**config.mk**
```make
export PLATFORM = sky130hd
export DESIGN_NAME = decode_top
export DESIGN_NICKNAME = d
export VERILOG_FILES = /design/src/source/decode_pkg.sv /design/src/source/lane_result_if.sv /design/src/source/decode_top.sv /design/src/source/decode_buffer.sv /design/src/source/decode_lane.sv /design/src/source/fetch_align.sv
export SDC_FILE = /design/constraint.sdc
export NUM_CORES = 1
export LEC_CHECK = 0
export ABC_AREA = 1
export BUFFER_PORTS_ARGS = -buffer_cell sky130_fd_sc_hd__buf_2
export CORE_ASPECT_RATIO = 1.75
export CORE_MARGIN = 3
export CORE_UTILIZATION = 55
export DETAILED_ROUTE_END_ITERATION = 10
export PLACE_DENSITY = 0.85
export SETUP_SLACK_MARGIN = 0.4
export SLEW_MARGIN = 30
export SYNTH_ARGS = -nofsm -noshare
export SYNTH_HDL_FRONTEND = slang
export SYNTH_SLANG_ARGS = --single-unit
```
**constraint.sdc**
```tcl
create_clock -name clk -period 9.8 [get_ports clk]
set_clock_uncertainty 0.2 [all_clocks]
set_input_delay 0 -clock clk [delete_from_list [all_inputs] [get_ports clk]]
set_output_delay 0 -clock clk [all_outputs]
set_load 0.05 [all_outputs]
```
**src/source/decode_pkg.sv**
```systemverilog
// Decode stage package
// Widths, opcode and function encodings and instruction field positions
// shared by the fetch aligner, the lane decoders and the decode buffer
package decode_pkg;

	// ====================
	// Widths
	// ====================
	localparam int LANES      = 2;
	localparam int INSN_WIDTH = 32;
	localparam int ADDR_WIDTH = 32;
	localparam int WORD_WIDTH = 64;
	localparam int REG_WIDTH  = 6;
	localparam int INSN_BYTES = 4;

	typedef logic [INSN_WIDTH-1:0] insn_t;
	typedef logic [ADDR_WIDTH-1:0] addr_t;
	typedef logic [WORD_WIDTH-1:0] word_t;
	typedef logic [REG_WIDTH-1:0]  reg_t;

	// ====================
	// Field positions
	// ====================
	localparam int OPC_HI  = 7;
	localparam int OPC_LO  = 0;
	localparam int RT_HI   = 13;
	localparam int RT_LO   = 8;
	localparam int RA_HI   = 19;
	localparam int RA_LO   = 14;
	localparam int RB_HI   = 25;
	localparam int RB_LO   = 20;
	localparam int FUNC_HI = 31;
	localparam int FUNC_LO = 26;
	localparam int IMM_HI  = 31;
	localparam int IMM_LO  = 20;
	localparam int DISP_HI = 27;
	localparam int DISP_LO = 20;
	localparam int LINK_HI = 9;
	localparam int LINK_LO = 8;

	// Branch offset is split between the func field and the bits above Rt[1:0]
	localparam int BOFS_HI = 13;
	localparam int BOFS_LO = 10;
	// JAL offset covers everything above the link register field
	localparam int JOFS_HI = 31;
	localparam int JOFS_LO = 10;

	// Widths of the raw immediate fields before extension
	localparam int IMM_WIDTH     = IMM_HI - IMM_LO + 1;
	localparam int DISP_WIDTH    = DISP_HI - DISP_LO + 1;
	localparam int LINK_WIDTH    = LINK_HI - LINK_LO + 1;
	localparam int JOFS_WIDTH    = JOFS_HI - JOFS_LO + 1 + 2;
	localparam int BOFS_WIDTH    = (FUNC_HI - FUNC_LO + 1) + (BOFS_HI - BOFS_LO + 1) + 2;
	localparam int ST_DISP_WIDTH = (FUNC_HI - FUNC_LO + 1) + (RT_HI - RT_LO + 1);

	// ====================
	// Encodings
	// ====================
	typedef enum logic [7:0] {
		BRK   = 8'h00,
		R2    = 8'h02,
		ADDI  = 8'h04,
		SLTI  = 8'h06,
		SLTUI = 8'h07,
		ANDI  = 8'h08,
		ORI   = 8'h09,
		XORI  = 8'h0A,
		JAL   = 8'h40,
		BEQ   = 8'h48,
		BNE   = 8'h49,
		BLT   = 8'h4A,
		BGE   = 8'h4B,
		LDX   = 8'h60,
		STX   = 8'h70,
		NOP   = 8'hF1
	} opcode_e;

	// Function codes for R2 in bits 31..26
	typedef enum logic [5:0] {
		ADD  = 6'h04,
		SUB  = 6'h05,
		SLT  = 6'h06,
		SLTU = 6'h07,
		AND  = 6'h08,
		OR   = 6'h09,
		XOR  = 6'h0A,
		MUL  = 6'h10
	} func_e;

endpackage
```
**src/source/lane_result_if.sv**
```systemverilog
// Lane result interface
// Carries the decoded fields of one instruction from its lane decoder
// to the decode buffer
interface lane_result_if import decode_pkg::*; ();

	logic  valid;
	addr_t ip;
	reg_t  ra;
	reg_t  rb;
	reg_t  rt;
	logic  rfwr;
	word_t imm;
	logic  branch;
	logic  mem_op;
	logic  ui;

	// Decoder side
	modport lane (output valid, ip, ra, rb, rt, rfwr, imm, branch, mem_op, ui);

	// Buffer side
	modport buffer (input valid, ip, ra, rb, rt, rfwr, imm, branch, mem_op, ui);

endinterface

```
**src/source/decode_top.sv**
```systemverilog
// Instruction decode stage
// Two-cycle decode of an instruction bundle: aligner, one decoder per lane
// and a registered decode buffer with hazard flags
module decode_top import decode_pkg::*; (
	input  logic                  clk,
	input  logic                  rst_n,
	input  logic                  in_valid,
	input  addr_t                 in_ip,
	input  insn_t [LANES-1:0]     in_ir,
	output logic                  out_valid,
	output addr_t [LANES-1:0]     out_ip,
	output reg_t  [LANES-1:0]     out_ra,
	output reg_t  [LANES-1:0]     out_rb,
	output reg_t  [LANES-1:0]     out_rt,
	output logic  [LANES-1:0]     out_rfwr,
	output word_t [LANES-1:0]     out_imm,
	output logic  [LANES-1:0]     out_branch,
	output logic  [LANES-1:0]     out_mem_op,
	output logic  [LANES-1:0]     out_ui,
	output logic  [LANES-1:0]     out_hazard
);

	logic              lane_valid;
	addr_t [LANES-1:0] lane_ip;
	insn_t [LANES-1:0] lane_ir;

	lane_result_if lane_res [LANES] ();

	fetch_align i_align (
		.clk        (clk),
		.rst_n      (rst_n),
		.in_valid   (in_valid),
		.in_ip      (in_ip),
		.in_ir      (in_ir),
		.lane_valid (lane_valid),
		.lane_ip    (lane_ip),
		.lane_ir    (lane_ir)
	);

	// One identical decoder per lane
	for (genvar k = 0; k < LANES; k++) begin : g_lane
		decode_lane i_lane (
			.valid  (lane_valid),
			.ip     (lane_ip[k]),
			.ir     (lane_ir[k]),
			.result (lane_res[k])
		);
	end

	decode_buffer i_buffer (
		.clk        (clk),
		.rst_n      (rst_n),
		.lanes      (lane_res),
		.out_valid  (out_valid),
		.out_ip     (out_ip),
		.out_ra     (out_ra),
		.out_rb     (out_rb),
		.out_rt     (out_rt),
		.out_rfwr   (out_rfwr),
		.out_imm    (out_imm),
		.out_branch (out_branch),
		.out_mem_op (out_mem_op),
		.out_ui     (out_ui),
		.out_hazard (out_hazard)
	);

endmodule

```
**src/source/decode_buffer.sv**
```systemverilog
// Decode buffer
// Registers the decoded fields of every lane and flags read-after-write
// hazards between lanes of the same bundle
module decode_buffer import decode_pkg::*; (
	input  logic                  clk,
	input  logic                  rst_n,
	lane_result_if.buffer         lanes [LANES],
	output logic                  out_valid,
	output addr_t [LANES-1:0]     out_ip,
	output reg_t  [LANES-1:0]     out_ra,
	output reg_t  [LANES-1:0]     out_rb,
	output reg_t  [LANES-1:0]     out_rt,
	output logic  [LANES-1:0]     out_rfwr,
	output word_t [LANES-1:0]     out_imm,
	output logic  [LANES-1:0]     out_branch,
	output logic  [LANES-1:0]     out_mem_op,
	output logic  [LANES-1:0]     out_ui,
	output logic  [LANES-1:0]     out_hazard
);

	logic  [LANES-1:0] l_valid;
	addr_t [LANES-1:0] l_ip;
	reg_t  [LANES-1:0] l_ra;
	reg_t  [LANES-1:0] l_rb;
	reg_t  [LANES-1:0] l_rt;
	logic  [LANES-1:0] l_rfwr;
	word_t [LANES-1:0] l_imm;
	logic  [LANES-1:0] l_branch;
	logic  [LANES-1:0] l_mem_op;
	logic  [LANES-1:0] l_ui;
	logic  [LANES-1:0] hazard;
	logic              bundle_valid;

	// Flatten the interface array so the lanes can be indexed in loops
	for (genvar k = 0; k < LANES; k++) begin : g_gather
		assign l_valid[k]  = lanes[k].valid;
		assign l_ip[k]     = lanes[k].ip;
		assign l_ra[k]     = lanes[k].ra;
		assign l_rb[k]     = lanes[k].rb;
		assign l_rt[k]     = lanes[k].rt;
		assign l_rfwr[k]   = lanes[k].rfwr;
		assign l_imm[k]    = lanes[k].imm;
		assign l_branch[k] = lanes[k].branch;
		assign l_mem_op[k] = lanes[k].mem_op;
		assign l_ui[k]     = lanes[k].ui;
	end

	assign bundle_valid = |l_valid;

	// ====================
	// Hazard check
	// ====================
	// A lane depends on any earlier lane that writes a nonzero Rt it reads.
	// Register 0 is never a real destination
	always_comb begin
		for (int k = 0; k < LANES; k++) begin
			hazard[k] = 1'b0;
			for (int j = 0; j < k; j++) begin
				if (l_rfwr[j] && (l_rt[j] != '0) &&
					((l_ra[k] == l_rt[j]) || (l_rb[k] == l_rt[j])))
					hazard[k] = 1'b1;
			end
		end
	end

	// ====================
	// Output registers
	// ====================
	always_ff @(posedge clk or negedge rst_n) begin
		if (!rst_n) begin
			out_valid  <= 1'b0;
			out_rfwr   <= '0;
			out_branch <= '0;
			out_mem_op <= '0;
			out_ui     <= '0;
			out_hazard <= '0;
		end else begin
			out_valid <= bundle_valid;
			if (bundle_valid) begin
				out_rfwr   <= l_rfwr;
				out_branch <= l_branch;
				out_mem_op <= l_mem_op;
				out_ui     <= l_ui;
				out_hazard <= hazard;
			end
		end
	end

	always_ff @(posedge clk) begin
		if (bundle_valid) begin
			out_ip  <= l_ip;
			out_ra  <= l_ra;
			out_rb  <= l_rb;
			out_rt  <= l_rt;
			out_imm <= l_imm;
		end
	end

endmodule

```
**src/source/decode_lane.sv**
```systemverilog
// Lane decoder
// Combinational decode of a single instruction into register specifiers,
// register write enable, extended immediate and class flags
module decode_lane import decode_pkg::*; (
	input  logic          valid,
	input  addr_t         ip,
	input  insn_t         ir,
	lane_result_if.lane   result
);

	opcode_e opc;
	func_e   func;
	reg_t    rt;
	logic    rfwr;
	word_t   imm;
	logic    branch;
	logic    mem_op;
	logic    ui;

	assign opc  = opcode_e'(ir[OPC_HI:OPC_LO]);
	assign func = func_e'(ir[FUNC_HI:FUNC_LO]);

	// ====================
	// Instruction decode
	// ====================
	always_comb begin
		// Anything not matched below stays unimplemented and writes nothing
		rt     = '0;
		rfwr   = 1'b0;
		imm    = '0;
		branch = 1'b0;
		mem_op = 1'b0;
		ui     = 1'b1;
		case (opc)
			BRK, NOP: begin
				ui = 1'b0;
			end
			R2: begin
				case (func)
					ADD, SUB, AND, OR, XOR, SLT, SLTU, MUL: begin
						rt   = ir[RT_HI:RT_LO];
						rfwr = 1'b1;
						ui   = 1'b0;
					end
					default: ;
				endcase
			end
			ADDI, SLTI: begin
				rt   = ir[RT_HI:RT_LO];
				rfwr = 1'b1;
				imm  = {{(WORD_WIDTH-IMM_WIDTH){ir[IMM_HI]}}, ir[IMM_HI:IMM_LO]};
				ui   = 1'b0;
			end
			ANDI: begin
				// Ones above the field so the upper word is preserved by the AND
				rt   = ir[RT_HI:RT_LO];
				rfwr = 1'b1;
				imm  = {{(WORD_WIDTH-IMM_WIDTH){1'b1}}, ir[IMM_HI:IMM_LO]};
				ui   = 1'b0;
			end
			ORI, XORI, SLTUI: begin
				rt   = ir[RT_HI:RT_LO];
				rfwr = 1'b1;
				imm  = {{(WORD_WIDTH-IMM_WIDTH){1'b0}}, ir[IMM_HI:IMM_LO]};
				ui   = 1'b0;
			end
			JAL: begin
				// Only a small set of link registers is reachable from the 2-bit field
				rt   = {{(REG_WIDTH-LINK_WIDTH){1'b0}}, ir[LINK_HI:LINK_LO]};
				rfwr = 1'b1;
				imm  = {{(WORD_WIDTH-JOFS_WIDTH){ir[JOFS_HI]}}, ir[JOFS_HI:JOFS_LO], 2'b00};
				ui   = 1'b0;
			end
			BEQ, BNE, BLT, BGE: begin
				branch = 1'b1;
				imm    = {{(WORD_WIDTH-BOFS_WIDTH){ir[FUNC_HI]}}, ir[FUNC_HI:FUNC_LO],
					ir[BOFS_HI:BOFS_LO], 2'b00};
				ui     = 1'b0;
			end
			LDX: begin
				rt     = ir[RT_HI:RT_LO];
				rfwr   = 1'b1;
				mem_op = 1'b1;
				imm    = {{(WORD_WIDTH-DISP_WIDTH){ir[DISP_HI]}}, ir[DISP_HI:DISP_LO]};
				ui     = 1'b0;
			end
			STX: begin
				// Store displacement reuses the func and Rt fields since Rt is not written
				mem_op = 1'b1;
				imm    = {{(WORD_WIDTH-ST_DISP_WIDTH){ir[FUNC_HI]}}, ir[FUNC_HI:FUNC_LO],
					ir[RT_HI:RT_LO]};
				ui     = 1'b0;
			end
			default: ;
		endcase
	end

	// ====================
	// Lane result
	// ====================
	assign result.valid  = valid;
	assign result.ip     = ip;
	assign result.ra     = ir[RA_HI:RA_LO];
	assign result.rb     = ir[RB_HI:RB_LO];
	assign result.rt     = rt;
	assign result.rfwr   = rfwr;
	assign result.imm    = imm;
	assign result.branch = branch;
	assign result.mem_op = mem_op;
	assign result.ui     = ui;

endmodule

```
**src/source/fetch_align.sv**
```systemverilog
// Fetch aligner
// Registers an incoming instruction bundle and hands every lane its
// instruction together with its own fetch address
module fetch_align import decode_pkg::*; (
	input  logic                 clk,
	input  logic                 rst_n,
	input  logic                 in_valid,
	input  addr_t                in_ip,
	input  insn_t [LANES-1:0]    in_ir,
	output logic                 lane_valid,
	output addr_t [LANES-1:0]    lane_ip,
	output insn_t [LANES-1:0]    lane_ir
);

	addr_t ip_q;

	// Bundle strobe shared by all lanes
	always_ff @(posedge clk or negedge rst_n) begin
		if (!rst_n) begin
			lane_valid <= 1'b0;
		end else begin
			lane_valid <= in_valid;
		end
	end

	// Bundle payload only loads with a valid strobe
	always_ff @(posedge clk) begin
		if (in_valid) begin
			ip_q    <= in_ip;
			lane_ir <= in_ir;
		end
	end

	// Lane k sits k instruction words past the bundle address
	for (genvar k = 0; k < LANES; k++) begin : g_lane_ip
		assign lane_ip[k] = ip_q + ADDR_WIDTH'(k * INSN_BYTES);
	end

endmodule

```
# Word level (Yosys, flattened, before mapping)
# Index checks and enable logic that the tools add are counted.
[classes]
n_addsub = 1
eq_ne = 48
n_mux = 19
n_reduce_logical = 22
[op_table]
columns = ["operator", "count"]
rows = [
  ["one-hot mux 64 bit (7 select lines)", 2],
  ["== test 8 x 7 -> 1 bit (second input constant)", 14],
  ["== test 6 x 3 -> 1 bit (second input constant)", 8],
  ["== test 8 x 3 -> 1 bit (second input constant)", 6],
  ["== test 8 x 4 -> 1 bit (second input constant)", 6],
  ["== test 6 x 4 -> 1 bit (second input constant)", 6],
  ["one-hot mux 6 bit (3 select lines)", 2],
  ["adder 32 x 3 -> 32 bit (second input constant)", 1],
  ["OR reduction 8 bit", 4],
  ["OR reduction 15 bit", 2],
  ["== test 8 x 2 -> 1 bit (second input constant)", 2],
  ["== test 8 bit (second input constant)", 2],
  ["zero test 8 bit", 2],
  ["OR reduction 7 bit", 2],
  ["== test 6 x 5 -> 1 bit (second input constant)", 2],
  ["== test 6 bit", 2],
  ["two-way mux 6 bit", 2],
  ["two-way mux 1 bit", 9],
  ["one-hot mux 1 bit (2 select lines)", 4],
  ["OR reduction 2 bit", 4],
  ["OR reduction 4 bit", 2],
  ["nonzero test 6 bit", 1],
  ["OR reduction 3 bit", 2],
  ["logical AND 1 bit", 2],
  ["logical OR 1 bit", 1],
]
[totals]
register_bits = 335
inputBits = 99
output_inout_bits = 239

# Depth between registers and ports, before layout
# Gate-level depths: netlist of run 1.
[depth]
ltp_word = 8
ltp_mapped = 16
ltp_nobuf = 16

# Cells and area by module
# From an unflattened synthesis of run 1, not the netlist that was laid out.
[unflattened]
cells_unflattened = 1125
area_unflattened_um2 = 14173.6
[modules_own_cells]
columns = ["module", "instances", "cells_per_inst", "area_per_inst_um2", "seq_area_each_um2"]
rows = [
  ["decode_buffer", 1, 337, 7495.9, 7096.8],
  ["fetch_align", 1, 268, 3794.9, 2907.8],
  ["decode_lane", 2, 260, 1441.4, 0.0],
]

# Least setup slack after synthesis of run 1
# Ideal clock, no wire load.
[synth_timing]
kind = "register -> register"
from = "register i_align.lane_valid"
to = "register i_buffer.out_branch[0]"
setup_ps = 144
t_arrival_ps = 4215
required_ps = 9456
path_slack_ps = 5241
path_stages_with_launch = 5
n_path_buf = 1
period_less_slack_ps = 4559
path_cell_list = "dfrtp_1 inv_1 buf_6 nand2_1 o21ai_0"
[synth_rtl]
columns = ["item", "line", "rtl"]
rows = [
  ["start: declaration", "fetch_align.sv:10", "output logic lane_valid,"],
  ["start signal: assignment", "fetch_align.sv:22", "lane_valid <= in_valid;"],
  ["end signal: assignment", "decode_buffer.sv:81", "out_branch <= l_branch;"],
  ["end: declaration", "decode_buffer.sv:15", "output logic [LANES-1:0] out_branch,"],
]

==> results of run 1 <==
-- power by group through the flow --
stage | registers, uW | logic, uW | clock network [uW]
floorplan | 1540 | 169 | 0
global placement | 1360 | 443 | 0
detailed placement | 1360 | 452 | 0
CTS | 1340 | 487 | 882
global route | 1350 | 512 | 939
finish | 1340 | 491 | 874
-- cell families after synthesis --
group | count (synthesis)
AOI/OAI and AO/OA | 74
other | 1
xor gates and xnor gates | 27
and+or+nand+nor | 265
DFF | 253
adders and majority gates | 1
buffers and inverters | 177
-- layout make-up --
| class | instances | share of cell area |
|---|---|---|
| Multi-Input combinational cell | 368 | 0.1500 |
| Tap cell | 238 | 0.02163 |
| Timing Repair Buffer | 446 | 0.2032 |
| Sequential cell | 253 | 0.5482 |
| Antenna cell | 1 | 0.0001818 |
| Clock inverter | 13 | 0.01045 |
| Inverter | 89 | 0.02427 |
| Clock buffer | 24 | 0.04209 |
-- metal layers --
layer	wire length (um)	GRT usage
met2	14640	0.4656
met4	1000	0.09388
met5	0	0
met3	1728	0.03870
met1	9202	0.2764
-- sequential cells by signal, indices dropped and copies added (netlist names) --
register             count
i_align.lane_valid       1
i_buffer.out_imm        48
i_buffer.out_branch      2
i_align.ip_q            32
i_buffer.out_ip         62
i_buffer.out_ra         12
i_buffer.out_valid       1
i_buffer.out_rt         12
i_buffer.out_rfwr        2
i_align.lane_ir         64
i_buffer.out_rb         12
i_buffer.out_mem_op      2
i_buffer.out_ui          2
i_buffer.out_hazard      1
-- worst max-delay path by stage --
stage                       startpoint                endpoint  slack (ns)
finish              i_align.lane_valid  i_buffer.out_hazard[1]        7.25
CTS                 i_align.lane_valid  i_buffer.out_hazard[1]        7.22
global route        i_align.lane_valid  i_buffer.out_hazard[1]        7.06
global placement    i_align.lane_valid  i_buffer.out_hazard[1]        7.18
detailed placement  i_align.lane_valid  i_buffer.out_hazard[1]        7.24
floorplan           i_align.lane_valid  i_buffer.out_branch[0]        5.24
-- synthesized netlist by cell type (9+ instances only) --
cell type	number	area [um^2]
sky130_fd_sc_hd__edfxtp_1	242	7267
sky130_fd_sc_hd__nand2_1	114	427.9
sky130_fd_sc_hd__buf_4	83	623.1
sky130_fd_sc_hd__inv_1	83	311.6
sky130_fd_sc_hd__nor2_1	43	161.4
sky130_fd_sc_hd__o21ai_0	42	210.2
sky130_fd_sc_hd__nand3_1	31	155.2
sky130_fd_sc_hd__xor2_1	19	166.4
sky130_fd_sc_hd__nor3_1	15	75.07
sky130_fd_sc_hd__nand2_2	12	75.07
sky130_fd_sc_hd__nand4_1	12	75.07
sky130_fd_sc_hd__dfrtp_1	11	275.3
sky130_fd_sc_hd__a21oi_1	10	50.05
sky130_fd_sc_hd__nor2_4	9	101.4
sky130_fd_sc_hd__o22ai_1	9	56.30
-- placed cells by master (no fill, tap or decap), types with 3 or more instances in the layout --
cell type                       Yosys  layout
sky130_fd_sc_hd__a21oi_1           10      10
sky130_fd_sc_hd__buf_2              1     335
sky130_fd_sc_hd__buf_4             83       3
sky130_fd_sc_hd__bufinv_16          0       3
sky130_fd_sc_hd__clkbuf_16          0      23
sky130_fd_sc_hd__clkinv_2           0       6
sky130_fd_sc_hd__dfrtp_1           11      10
sky130_fd_sc_hd__dlygate4sd3_1      0     105
sky130_fd_sc_hd__edfxtp_1         242     242
sky130_fd_sc_hd__inv_1             83      83
sky130_fd_sc_hd__inv_2              6       6
sky130_fd_sc_hd__nand2_1          114     114
sky130_fd_sc_hd__nand2_2           12      12
sky130_fd_sc_hd__nand3_1           31      31
sky130_fd_sc_hd__nand3_2            6       6
sky130_fd_sc_hd__nand4_1           12      12
sky130_fd_sc_hd__nor2_1            43      43
sky130_fd_sc_hd__nor2_2             6       6
sky130_fd_sc_hd__nor2_4             9       9
sky130_fd_sc_hd__nor3_1            15      15
sky130_fd_sc_hd__nor3_2             4       4
sky130_fd_sc_hd__nor4_1             3       3
sky130_fd_sc_hd__o211ai_1           4       4
sky130_fd_sc_hd__o21ai_0           42      42
sky130_fd_sc_hd__o21ai_1            3       3
sky130_fd_sc_hd__o221ai_1           4       4
sky130_fd_sc_hd__o22ai_1            9       9
sky130_fd_sc_hd__xnor2_1            8       8
sky130_fd_sc_hd__xor2_1            19      19
-- per-stage QoR --
step,instances,utilization,instance area [um^2],hold WS [ns]
CTS,1429,0.7321,13720,0.0002631
detailed placement,1287,0.6374,11950,-0.2957
global route,1431,0.7341,13760,0.004678
floorplan,798,-,10580,-0.4956
finish,1432,0.7343,13760,0.01622
global placement,1286,0.6364,11930,-0.3108
-- worst max-delay path, cell delays in order (launching register included) --
cell                      delay, ns
sky130_fd_sc_hd__dfrtp_4       0.79
sky130_fd_sc_hd__buf_12        0.31
sky130_fd_sc_hd__buf_4         0.71
sky130_fd_sc_hd__nand2_1       0.15
sky130_fd_sc_hd__a21oi_1       0.16
sky130_fd_sc_hd__nand2_1       0.08
sky130_fd_sc_hd__nand2_1       0.05
-- what timing repair did --
item	in CTS	in global routing
setup endpoints to repair	0	0
hold buffers	105	0
hold endpoints to repair	153	0
==> flow_metrics.tcl, run 1 <==
set metrics [dict create \
    setup_slack_ns 7.254 \
    synth_top_family_by_area "simple AND/OR/NAND/NOR gates" \
    internal_power_uw 1903 \
    syn2layout_area_growth_pct 30.10 \
    post_synthesis_area_per_instance_um2 13.26 \
    synth.ff_latch_count 253 \
    clk_root_buffer_cell "sky130_fd_sc_hd__clkbuf_16" \
    ant_nets 0 \
    power.share.sequential 0.495 \
    max_clock_freq_mhz 392.8 \
    seq_area_frac_synth 0.7129 \
    post-route-min-period_ns 2.546 \
    wl_um 26570 \
    sequential_cell_area_um2 7546 \
    xor_xnor_share_of_the_synthesized_area 0.02235 \
    startpoint_type "flip-flop" \
    cp_max_fo 69 \
    synth_compound_area_frac 0.03962 \
    timing.max_slew.rel_slack 0.4451 \
    grt_pass1_wl_um 40360 \
    wl_per_cell_um 18.55 \
    drc_violation_total_after_the_first_tritonroute_iteration 437 \
    share_clk_of_total_power 0.324 \
    die_height_um 189.5 \
    floorplan.initialDensity 0.5644 \
    setup_viol 0 \
    placeableCoreArea_um2 18750 \
    setup.worst_path.class "flip-flop to flip-flop" \
    post_cts_resized 0 \
    worstPathArrival_ns 2.78 \
    antenna_found_initial 0 \
    first_global_vias 7338 \
    cts_setup_buffers 0 \
    synth_top_flop_cell "sky130_fd_sc_hd__edfxtp_1" \
    finish.net_count 1281 \
    layout-drive-gt1-share 0.3596 \
    timing.max_cap.violations 0 \
    postSynthNetCount 898 \
    reg2reg_launch_point "i_align.lane_valid" \
    power.density_cell_area_nw_per_um2 196.3 \
    crit_required_ns 10.04 \
    timing_max_transition_violations_final 0 \
    capturing_element_type_of_the_critical_path "flip-flop" \
    dieArea_um2 21000 \
    die_width_um 110.8 \
    run_status "complete, no violations" \
    filler_cell_count 1214 \
    grt_setup_unrepaired "false" \
    clock_tree_from_tritoncts "built" \
    fin_crit_sh 0.2598 \
    fp-row-count 66 \
    finalHoldViolCount 0 \
    min_delay_worst_type "input pin to flip-flop" \
    r2r_slack_ns 7.25 \
    pre_cts_slack_ns 7.239 \
    timing.hold.worst_endpoint "i_align.lane_ir[56]" \
    switchingPower_uw 798.9 \
    drtPass1Iterations 5 \
    worstSkewPairLatency_ns 0.50 \
    grt_start_max_net_pins 70 \
    multiInputGateArea_um2 2064 \
    overflow 0 \
    gp_congestion 0.9078 \
    cts_buffer_depth 3 \
    clock_tree.htree_level_count 1 \
    vias_per_cell 5.094 \
    boundaryPins 338 \
    part_of_the_total_power_dissipated_in_combinational_logic 0.182 \
    synth_cell_types 38 \
    min_path_cells 2 \
    netlist_area_um2 10580 \
    cts_inserted_buffers 23 \
    tightestPinTransition_ns 0.8324 \
    place.port_buffers 336 \
    synthCells 798 \
    vias 7294 \
    ys_warns 0 \
    yosys.area_share.simple 0.1304 \
    switching_portion_of_total_power 0.2957 \
    r2r.worst_path.cells 6 \
    fin_tns_setup_ns 0 \
    edff_count_synth 242 \
    drcViolationCount 0 \
    numClockSinks 253 \
    synthAdderAreaFrac 0.001183 \
    p_leak_uw 0.005939 \
    yosys-mux-area-fraction 0 \
    hold_sp "in_ir[56]" \
    power.total_uw 2702 \
    global_route.usage.total 0.2463 \
    clk_pin_slew_ns 0.07 \
    timing.rr.end "i_buffer.out_hazard[1]" \
    async_reset_ff_frac 0.04348 \
    ir_drop_v 0.0001822 \
    dp.final_hpwl_um 18770 \
]
Power figures use the tool's default switching activity.
==> run 2, diff against run 1 <==
--- a/config.mk
+++ b/config.mk
@@ -5,13 +5,13 @@
 export SDC_FILE = /design/constraint.sdc
 export NUM_CORES = 1
 export LEC_CHECK = 0
-export ABC_AREA = 1
+export ABC_AREA = 0
 export BUFFER_PORTS_ARGS = -buffer_cell sky130_fd_sc_hd__buf_2
 export CORE_ASPECT_RATIO = 1.75
 export CORE_MARGIN = 3
-export CORE_UTILIZATION = 55
+export CORE_UTILIZATION = 46
 export DETAILED_ROUTE_END_ITERATION = 10
-export PLACE_DENSITY = 0.85
+export PLACE_DENSITY = 0.77
 export SETUP_SLACK_MARGIN = 0.4
 export SLEW_MARGIN = 30
 export SYNTH_ARGS = -nofsm -noshare
==> constraint.sdc (replaced) <==
create_clock -name clk -period 2.1 [get_ports clk]
set_clock_uncertainty 0.2 [all_clocks]
set_input_delay 0 -clock clk [delete_from_list [all_inputs] [get_ports clk]]
set_output_delay 0 -clock clk [all_outputs]
set_load 0.05 [all_outputs]
==> flow_metrics.tcl, run 2 <==
set metrics [dict create \
    run_status "finished, violations left" \
    failed_checks "setup timing" \
    postSynthNetCount 736 \
    post_synth_most_frequent_cells "sky130_fd_sc_hd__edfxtp_1, sky130_fd_sc_hd__buf_4, sky130_fd_sc_hd__xnor2_1" \
    synthCells 636 \
    vias_per_cell 5.224 \
    clock_tree_from_tritoncts "built" \
    ys_warns 0 \
    die_height_um 203.6 \
    gp_congestion 0.8728 \
    fp-row-count 71 \
    n_antenna_cell 0 \
    overflow 0 \
    final_common_cell "sky130_fd_sc_hd__buf_2" \
    seq_area_frac_synth 0.7346 \
    drc_violation_total_after_the_first_tritonroute_iteration 501 \
    synth_top_area_frac 0.7078 \
    placeableCoreArea_um2 21760 \
    p_leak_uw 0.006852 \
    fin_tns_setup_ns -13.68 \
    ir_drop_v 0.0008768 \
    cts_inserted_buffers 23 \
    yosysMostFrequentCell "sky130_fd_sc_hd__edfxtp_1" \
    place.port_buffers 336 \
    setup.worst_path.class "flip-flop to flip-flop" \
    post_synthesis_area_per_instance_um2 16.14 \
    boundaryPins 338 \
    clk_root_buffer_cell "sky130_fd_sc_hd__clkbuf_16" \
    synth_cell_types 68 \
    synth_top_flop_cell "sky130_fd_sc_hd__edfxtp_1" \
    dp.final_hpwl_um 18490 \
    numClockSinks 253 \
    timing.max_cap.violations 0 \
    worstPathArrival_ns 2.64 \
    post_synth_main_area_contributors "sky130_fd_sc_hd__edfxtp_1, sky130_fd_sc_hd__buf_4, sky130_fd_sc_hd__dfrtp_1" \
    floorplan.initialDensity 0.4717 \
    capturing_element_type_of_the_critical_path "flip-flop" \
    regMostFlops "i_align.lane_ir" \
    filler_cell_count 1208 \
    timing_max_transition_violations_final 0 \
    fin_crit_sh 1.175 \
    max_ffs_per_register 64 \
    grt_setup_unrepaired "true" \
    die_width_um 118.9 \
    timing.max_slew.rel_slack 0.5726 \
    syn2layout_area_growth_pct 57.77 \
    max_clock_freq_mhz 405.3 \
    finalHoldViolCount 0 \
    grt_most_used_layer "met2" \
    setup_slack_ns -0.3671 \
    tightestPinTransition_ns 0.6389 \
    utilization 0.7443 \
    startpoint_type "flip-flop" \
    vias 7977 \
    worstSkewPairLatency_ns 0.52 \
    grt_pass1_wl_um 45600 \
    grt_util_met2 0.4909 \
    dieArea_um2 24220 \
    grt_start_max_net_pins 98 \
    edff_count_synth 242 \
    globalRouteMet3Util 0.04107 \
    cts_buffer_depth 3 \
    antenna_found_initial 0 \
    most-common-layout-cells "sky130_fd_sc_hd__buf_2, sky130_fd_sc_hd__edfxtp_1, sky130_fd_sc_hd__dlygate4sd3_1" \
    clock_tree.htree_level_count 1 \
    setup_viol 69 \
    power.density_cell_area_nw_per_um2 803.8 \
    cp_max_fo 3 \
    min_delay_worst_type "input pin to flip-flop" \
    synth.ff_latch_count 253 \
    finish.net_count 1318 \
    synth_top_area_cell "sky130_fd_sc_hd__edfxtp_1" \
    crit_required_ns 2.28 \
    wl_um 32770 \
    top_regs "i_align.lane_ir (64), i_buffer.out_ip (62), i_buffer.out_imm (48)" \
    global_route.usage.total 0.2465 \
    wl_per_cell_um 21.46 \
    pre_cts_slack_ns -0.3164 \
    netlist_area_um2 10270 \
    first_global_vias 8025 \
    async_reset_ff_frac 0.04348 \
    post-route-min-period_ns 2.467 \
    clk_pin_slew_ns 0.07 \
    drcViolationCount 0 \
    drtPass1Iterations 5 \
    ant_nets 0 \
    grtUsageMet1 0.2398 \
    layout-drive-gt1-share 0.5069 \
]
[run 2: cell count changes after synthesis, moves of 9 or more]
cell / delta
sky130_fd_sc_hd__a21o_1: +23
sky130_fd_sc_hd__a22o_1: +10
sky130_fd_sc_hd__and2_1: +10
sky130_fd_sc_hd__inv_1: -77
sky130_fd_sc_hd__nand2_1: -92
sky130_fd_sc_hd__nand2_2: -12
sky130_fd_sc_hd__nand3_1: -12
sky130_fd_sc_hd__nor2_1: -18
sky130_fd_sc_hd__nor2_4: -9
sky130_fd_sc_hd__o21ai_0: -32
sky130_fd_sc_hd__xnor2_1: +18
[run 2: cells by family after synthesis]
group / share of synthesized area
flops: 0.7346
simple gates: 0.07714
buf+inv: 0.07482
compound gates: 0.07129
xor+xnor: 0.03412
mux: 0.005483
fa+ha+maj: 0.002193
other cells: 0.0003652
[run 2: metrics by stage]
| stage | cell area (um^2) | total power (uW) | hold slack (ns) | std cells |
|---|---|---|---|---|
| finish | 16200 | 13020 | 0.01123 | 1527 |
| global route | 16200 | 13400 | 0.004597 | 1527 |
| CTS | 15680 | 12870 | 0.002398 | 1505 |
| detailed placement | 12430 | 8591 | -0.2938 | 1258 |
| global placement | 12430 | 8560 | -0.2874 | 1258 |
| floorplan | 10440 | 7998 | -0.4956 | 636 |
[run 2: critical path, cell delays in order (launching register included)]
cell	delay (ns)
sky130_fd_sc_hd__edfxtp_1	0.42
sky130_fd_sc_hd__or4_4	0.57
sky130_fd_sc_hd__or3_4	0.45
sky130_fd_sc_hd__nor2_4	0.14
sky130_fd_sc_hd__nand2_2	0.07
sky130_fd_sc_hd__o311ai_4	0.07
sky130_fd_sc_hd__a21o_4	0.18
sky130_fd_sc_hd__buf_6	0.10
sky130_fd_sc_hd__a21o_1	0.10
[run 2: worst paths after layout]
path | start | end | slack [ns] | cells past startpoint
max | i_align.lane_ir[35] | i_buffer.out_imm[77] | -0.37 | 8
min | in_ir[30] | i_align.lane_ir[30] | 0.01 | 2
max reg2reg | i_align.lane_ir[35] | i_buffer.out_imm[77] | -0.37 | 8
min reg2reg | i_align.ip_q[1] | i_buffer.out_ip[33] | 0.23 | 0
max in group asynchronous | rst_n | i_align.lane_valid | 0.85 | 3
min in group asynchronous | rst_n | i_buffer.out_ui[1] | 0.37 | 3
[run 2: metal layers]
| layer | up-vias | part of all wire | wire length (um) |
|---|---|---|---|
| met5 | - | 0 | 0 |
| met4 | 0 | 0.054 | 1777 |
| met3 | 119 | 0.063 | 2055 |
| met2 | 490 | 0.56 | 18410 |
| met1 | 3871 | 0.32 | 10530 |
| li1 | 3497 | - | - |
[run 2: timing repair]
action / 4_1_cts / 5_1_grt
setup buffers: 35 / 18
resized for setup: 138 / 67
hold buffers: 167 / 3
gates cloned: 3 / 1
setup endpoints to repair: 125 / 136
pin swaps: 46 / 42
hold endpoints to repair: 204 / 3
[run 2: power breakdown]
part | internal, uW | switching [uW] | total (uW)
sequential | 5990 | 261 | 6250
clock | 2110 | 1870 | 3990
combinational | 879 | 1910 | 2790
[run 2: layout make-up]
cell class | instances | area [um^2] | area share
Timing Repair Buffer | 654 | 4928 | 0.3042
Multi-Input combinational cell | 280 | 2634 | 0.1626
Clock buffer | 29 | 618.1 | 0.03816
Inverter | 6 | 22.52 | 0.001390
Tap cell | 292 | 365.4 | 0.02255
Sequential cell | 253 | 7546 | 0.4658
Clock inverter | 13 | 85.08 | 0.005252
==> run 3, diff against run 2 <==
--- a/config.mk
+++ b/config.mk
@@ -11,6 +11,7 @@
 export CORE_MARGIN = 3
 export CORE_UTILIZATION = 46
 export DETAILED_ROUTE_END_ITERATION = 10
+export HOLD_SLACK_MARGIN = 0.02
 export PLACE_DENSITY = 0.77
 export SETUP_SLACK_MARGIN = 0.4
 export SLEW_MARGIN = 30
==> flow_metrics.tcl, run 3 (same netlist as run 2, synthesis figures left out) <==
set metrics [dict create \
    switching_portion_of_total_power 0.3089 \
    most-common-layout-cells "sky130_fd_sc_hd__buf_2, sky130_fd_sc_hd__edfxtp_1, sky130_fd_sc_hd__dlygate4sd3_1" \
    clock_tree.htree_level_count 1 \
    placeableCoreArea_um2 21760 \
    power.total_uw 13070 \
    dieArea_um2 24220 \
    setup.worst_path.class "flip-flop to flip-flop" \
    ir_drop_v 0.0008701 \
    first_global_vias 8167 \
    antenna_found_initial 1 \
    die_width_um 118.9 \
    vias 8105 \
    cts_inserted_buffers 23 \
    syn2layout_area_growth_pct 60.92 \
    drcViolationCount 0 \
    grt_setup_unrepaired "true" \
    layout-drive-gt1-share 0.5020 \
    fp-row-count 71 \
    ant_nets 0 \
    clock_tree_from_tritoncts "built" \
    numClockSinks 253 \
    hold_slack_ns 0.03202 \
    failed_checks "setup timing" \
    fin_crit_sh 1.207 \
    crit_path_max_incr_delay_ns 0.59 \
    place.port_buffers 336 \
    min_delay_worst_type "input pin to flip-flop" \
    global_route.usage.total 0.2514 \
    timing.max_slew.rel_slack 0.5775 \
    grt_pass1_wl_um 46650 \
    cp_cell_sequence "or4_4, or3_4, nor2_4, nand2_2, o311ai_4, a21o_4, clkbuf_16, a21o_1" \
    filler_cell_count 1189 \
    worstSkewPairLatency_ns 0.52 \
    post-route-min-period_ns 2.535 \
    max_ffs_per_register 64 \
    finish.net_count 1344 \
    tightestPinTransition_ns 0.6317 \
    crit_required_ns 2.29 \
    p_leak_uw 0.006980 \
    worstPathArrival_ns 2.72 \
    setup_slack_ns -0.4351 \
    boundaryPins 338 \
    setup_viol 74 \
    startpoint_type "flip-flop" \
    overflow 0 \
    dp.final_hpwl_um 18490 \
    max_clock_freq_mhz 394.5 \
    die_height_um 203.6 \
    fin_tns_setup_ns -16.03 \
    clk_root_buffer_cell "sky130_fd_sc_hd__clkbuf_16" \
    final_common_cell "sky130_fd_sc_hd__buf_2" \
    part_of_the_total_power_dissipated_in_combinational_logic 0.219 \
    regMostFlops "i_align.lane_ir" \
    power.density_cell_area_nw_per_um2 791.1 \
    finalHoldViolCount 0 \
    drc_violation_total_after_the_first_tritonroute_iteration 463 \
    wl_per_cell_um 21.47 \
    switchingPower_uw 4037 \
    share_clk_of_total_power 0.304 \
    wl_um 33360 \
    cts_buffer_depth 3 \
    capturing_element_type_of_the_critical_path "flip-flop" \
    grt_start_max_net_pins 98 \
    run_status "finished, violations left" \
    vias_per_cell 5.216 \
    drtPass1Iterations 5 \
    internal_power_uw 9033 \
    top_regs "i_align.lane_ir (64), i_buffer.out_ip (62), i_buffer.out_imm (48)" \
    cp_max_fo 4 \
    floorplan.initialDensity 0.4717 \
    timing_max_transition_violations_final 0 \
    clk_pin_slew_ns 0.07 \
    gp_congestion 0.8728 \
    power.share.sequential 0.478 \
    cp_slowest_cell "sky130_fd_sc_hd__or4_4" \
    timing.max_cap.violations 0 \
]
==> run 3: cell count changes in the layout (fill, tap and decap cells not counted), sizes merged <==
cell / previous run / this run
dlygate4sd3: 170 / 192
clkbuf: 38 / 56
buf: 474 / 460
diode: 0 / 1
==> run 3: layout make-up <==
type	instances	area, um^2	share of cell area
diodes	1	2.502	0.0001515
clock buffers	29	618.1	0.03741
clock inverters	13	85.08	0.005150
inverters	6	22.52	0.001363
multi-input cells	280	2648	0.1602
flip-flops and latches	253	7546	0.4567
well taps	292	365.4	0.02211
repair buffers	680	5235	0.3168
==> run 3: final timing paths <==
check                                        to           startpoint  slack, ns  cells after the start
hold reg to reg             i_buffer.out_ip[32]      i_align.ip_q[0]       0.23                      0
max in group asynchronous    i_align.lane_valid                rst_n       0.86                      3
setup reg to reg           i_buffer.out_imm[80]  i_align.lane_ir[35]      -0.44                      8
setup / recovery           i_buffer.out_imm[80]  i_align.lane_ir[35]      -0.44                      8
hold / removal               i_align.lane_ir[7]             in_ir[7]       0.03                      2
min in group asynchronous    i_buffer.out_ui[0]                rst_n       0.37                      3
==> run 3: per-layer routing <==
| layer | track usage | wire (um) |
|---|---|---|
| met3 | 0.04023 | 1939 |
| met1 | 0.2460 | 10610 |
| met4 | 0.1111 | 1754 |
| met5 | 0 | 0 |
| met2 | 0.5056 | 19060 |
==> run 3: timing repair <==
item                                    CTS  global route
endpoints found under the hold margin   204             0
setup buffers                            35            22
cloned                                    3             1
pin swaps                                46            39
endpoints found under the setup margin  125           136
hold buffers                            192             0
gates resized for setup                 138            88
==> run 3: per-stage QoR <==
stage,instance area (um^2),std cells,utilization,setup WS (ns)
after floorplan,10440,636,-,-0.2529
after global placement,12430,1258,0.5710,-0.2474
after detailed placement,12430,1258,0.5710,-0.3164
after CTS,15930,1530,0.7319,-0.2469
after global routing,16520,1554,0.7591,-0.4733
final,16520,1554,0.7591,-0.4351
==> run 3: worst max-delay path: cells and delay by family, from the launching register on <==
kind / cells / cell delay (ns)
AND/OR/NAND/NOR: 4 / 1.29
flip-flops: 1 / 0.42
AO/OA/AOI/OAI: 3 / 0.35
buffers and inverters: 1 / 0.15
==> run 3: power by group through the flow <==
stage	registers, uW	logic, uW	clock network (uW)
final	6240	2860	3970
after global routing	6280	2950	4190
after CTS	6210	2690	4010
after detailed placement	6310	2280	0
after global placement	6300	2260	0
after floorplan	7220	780	0
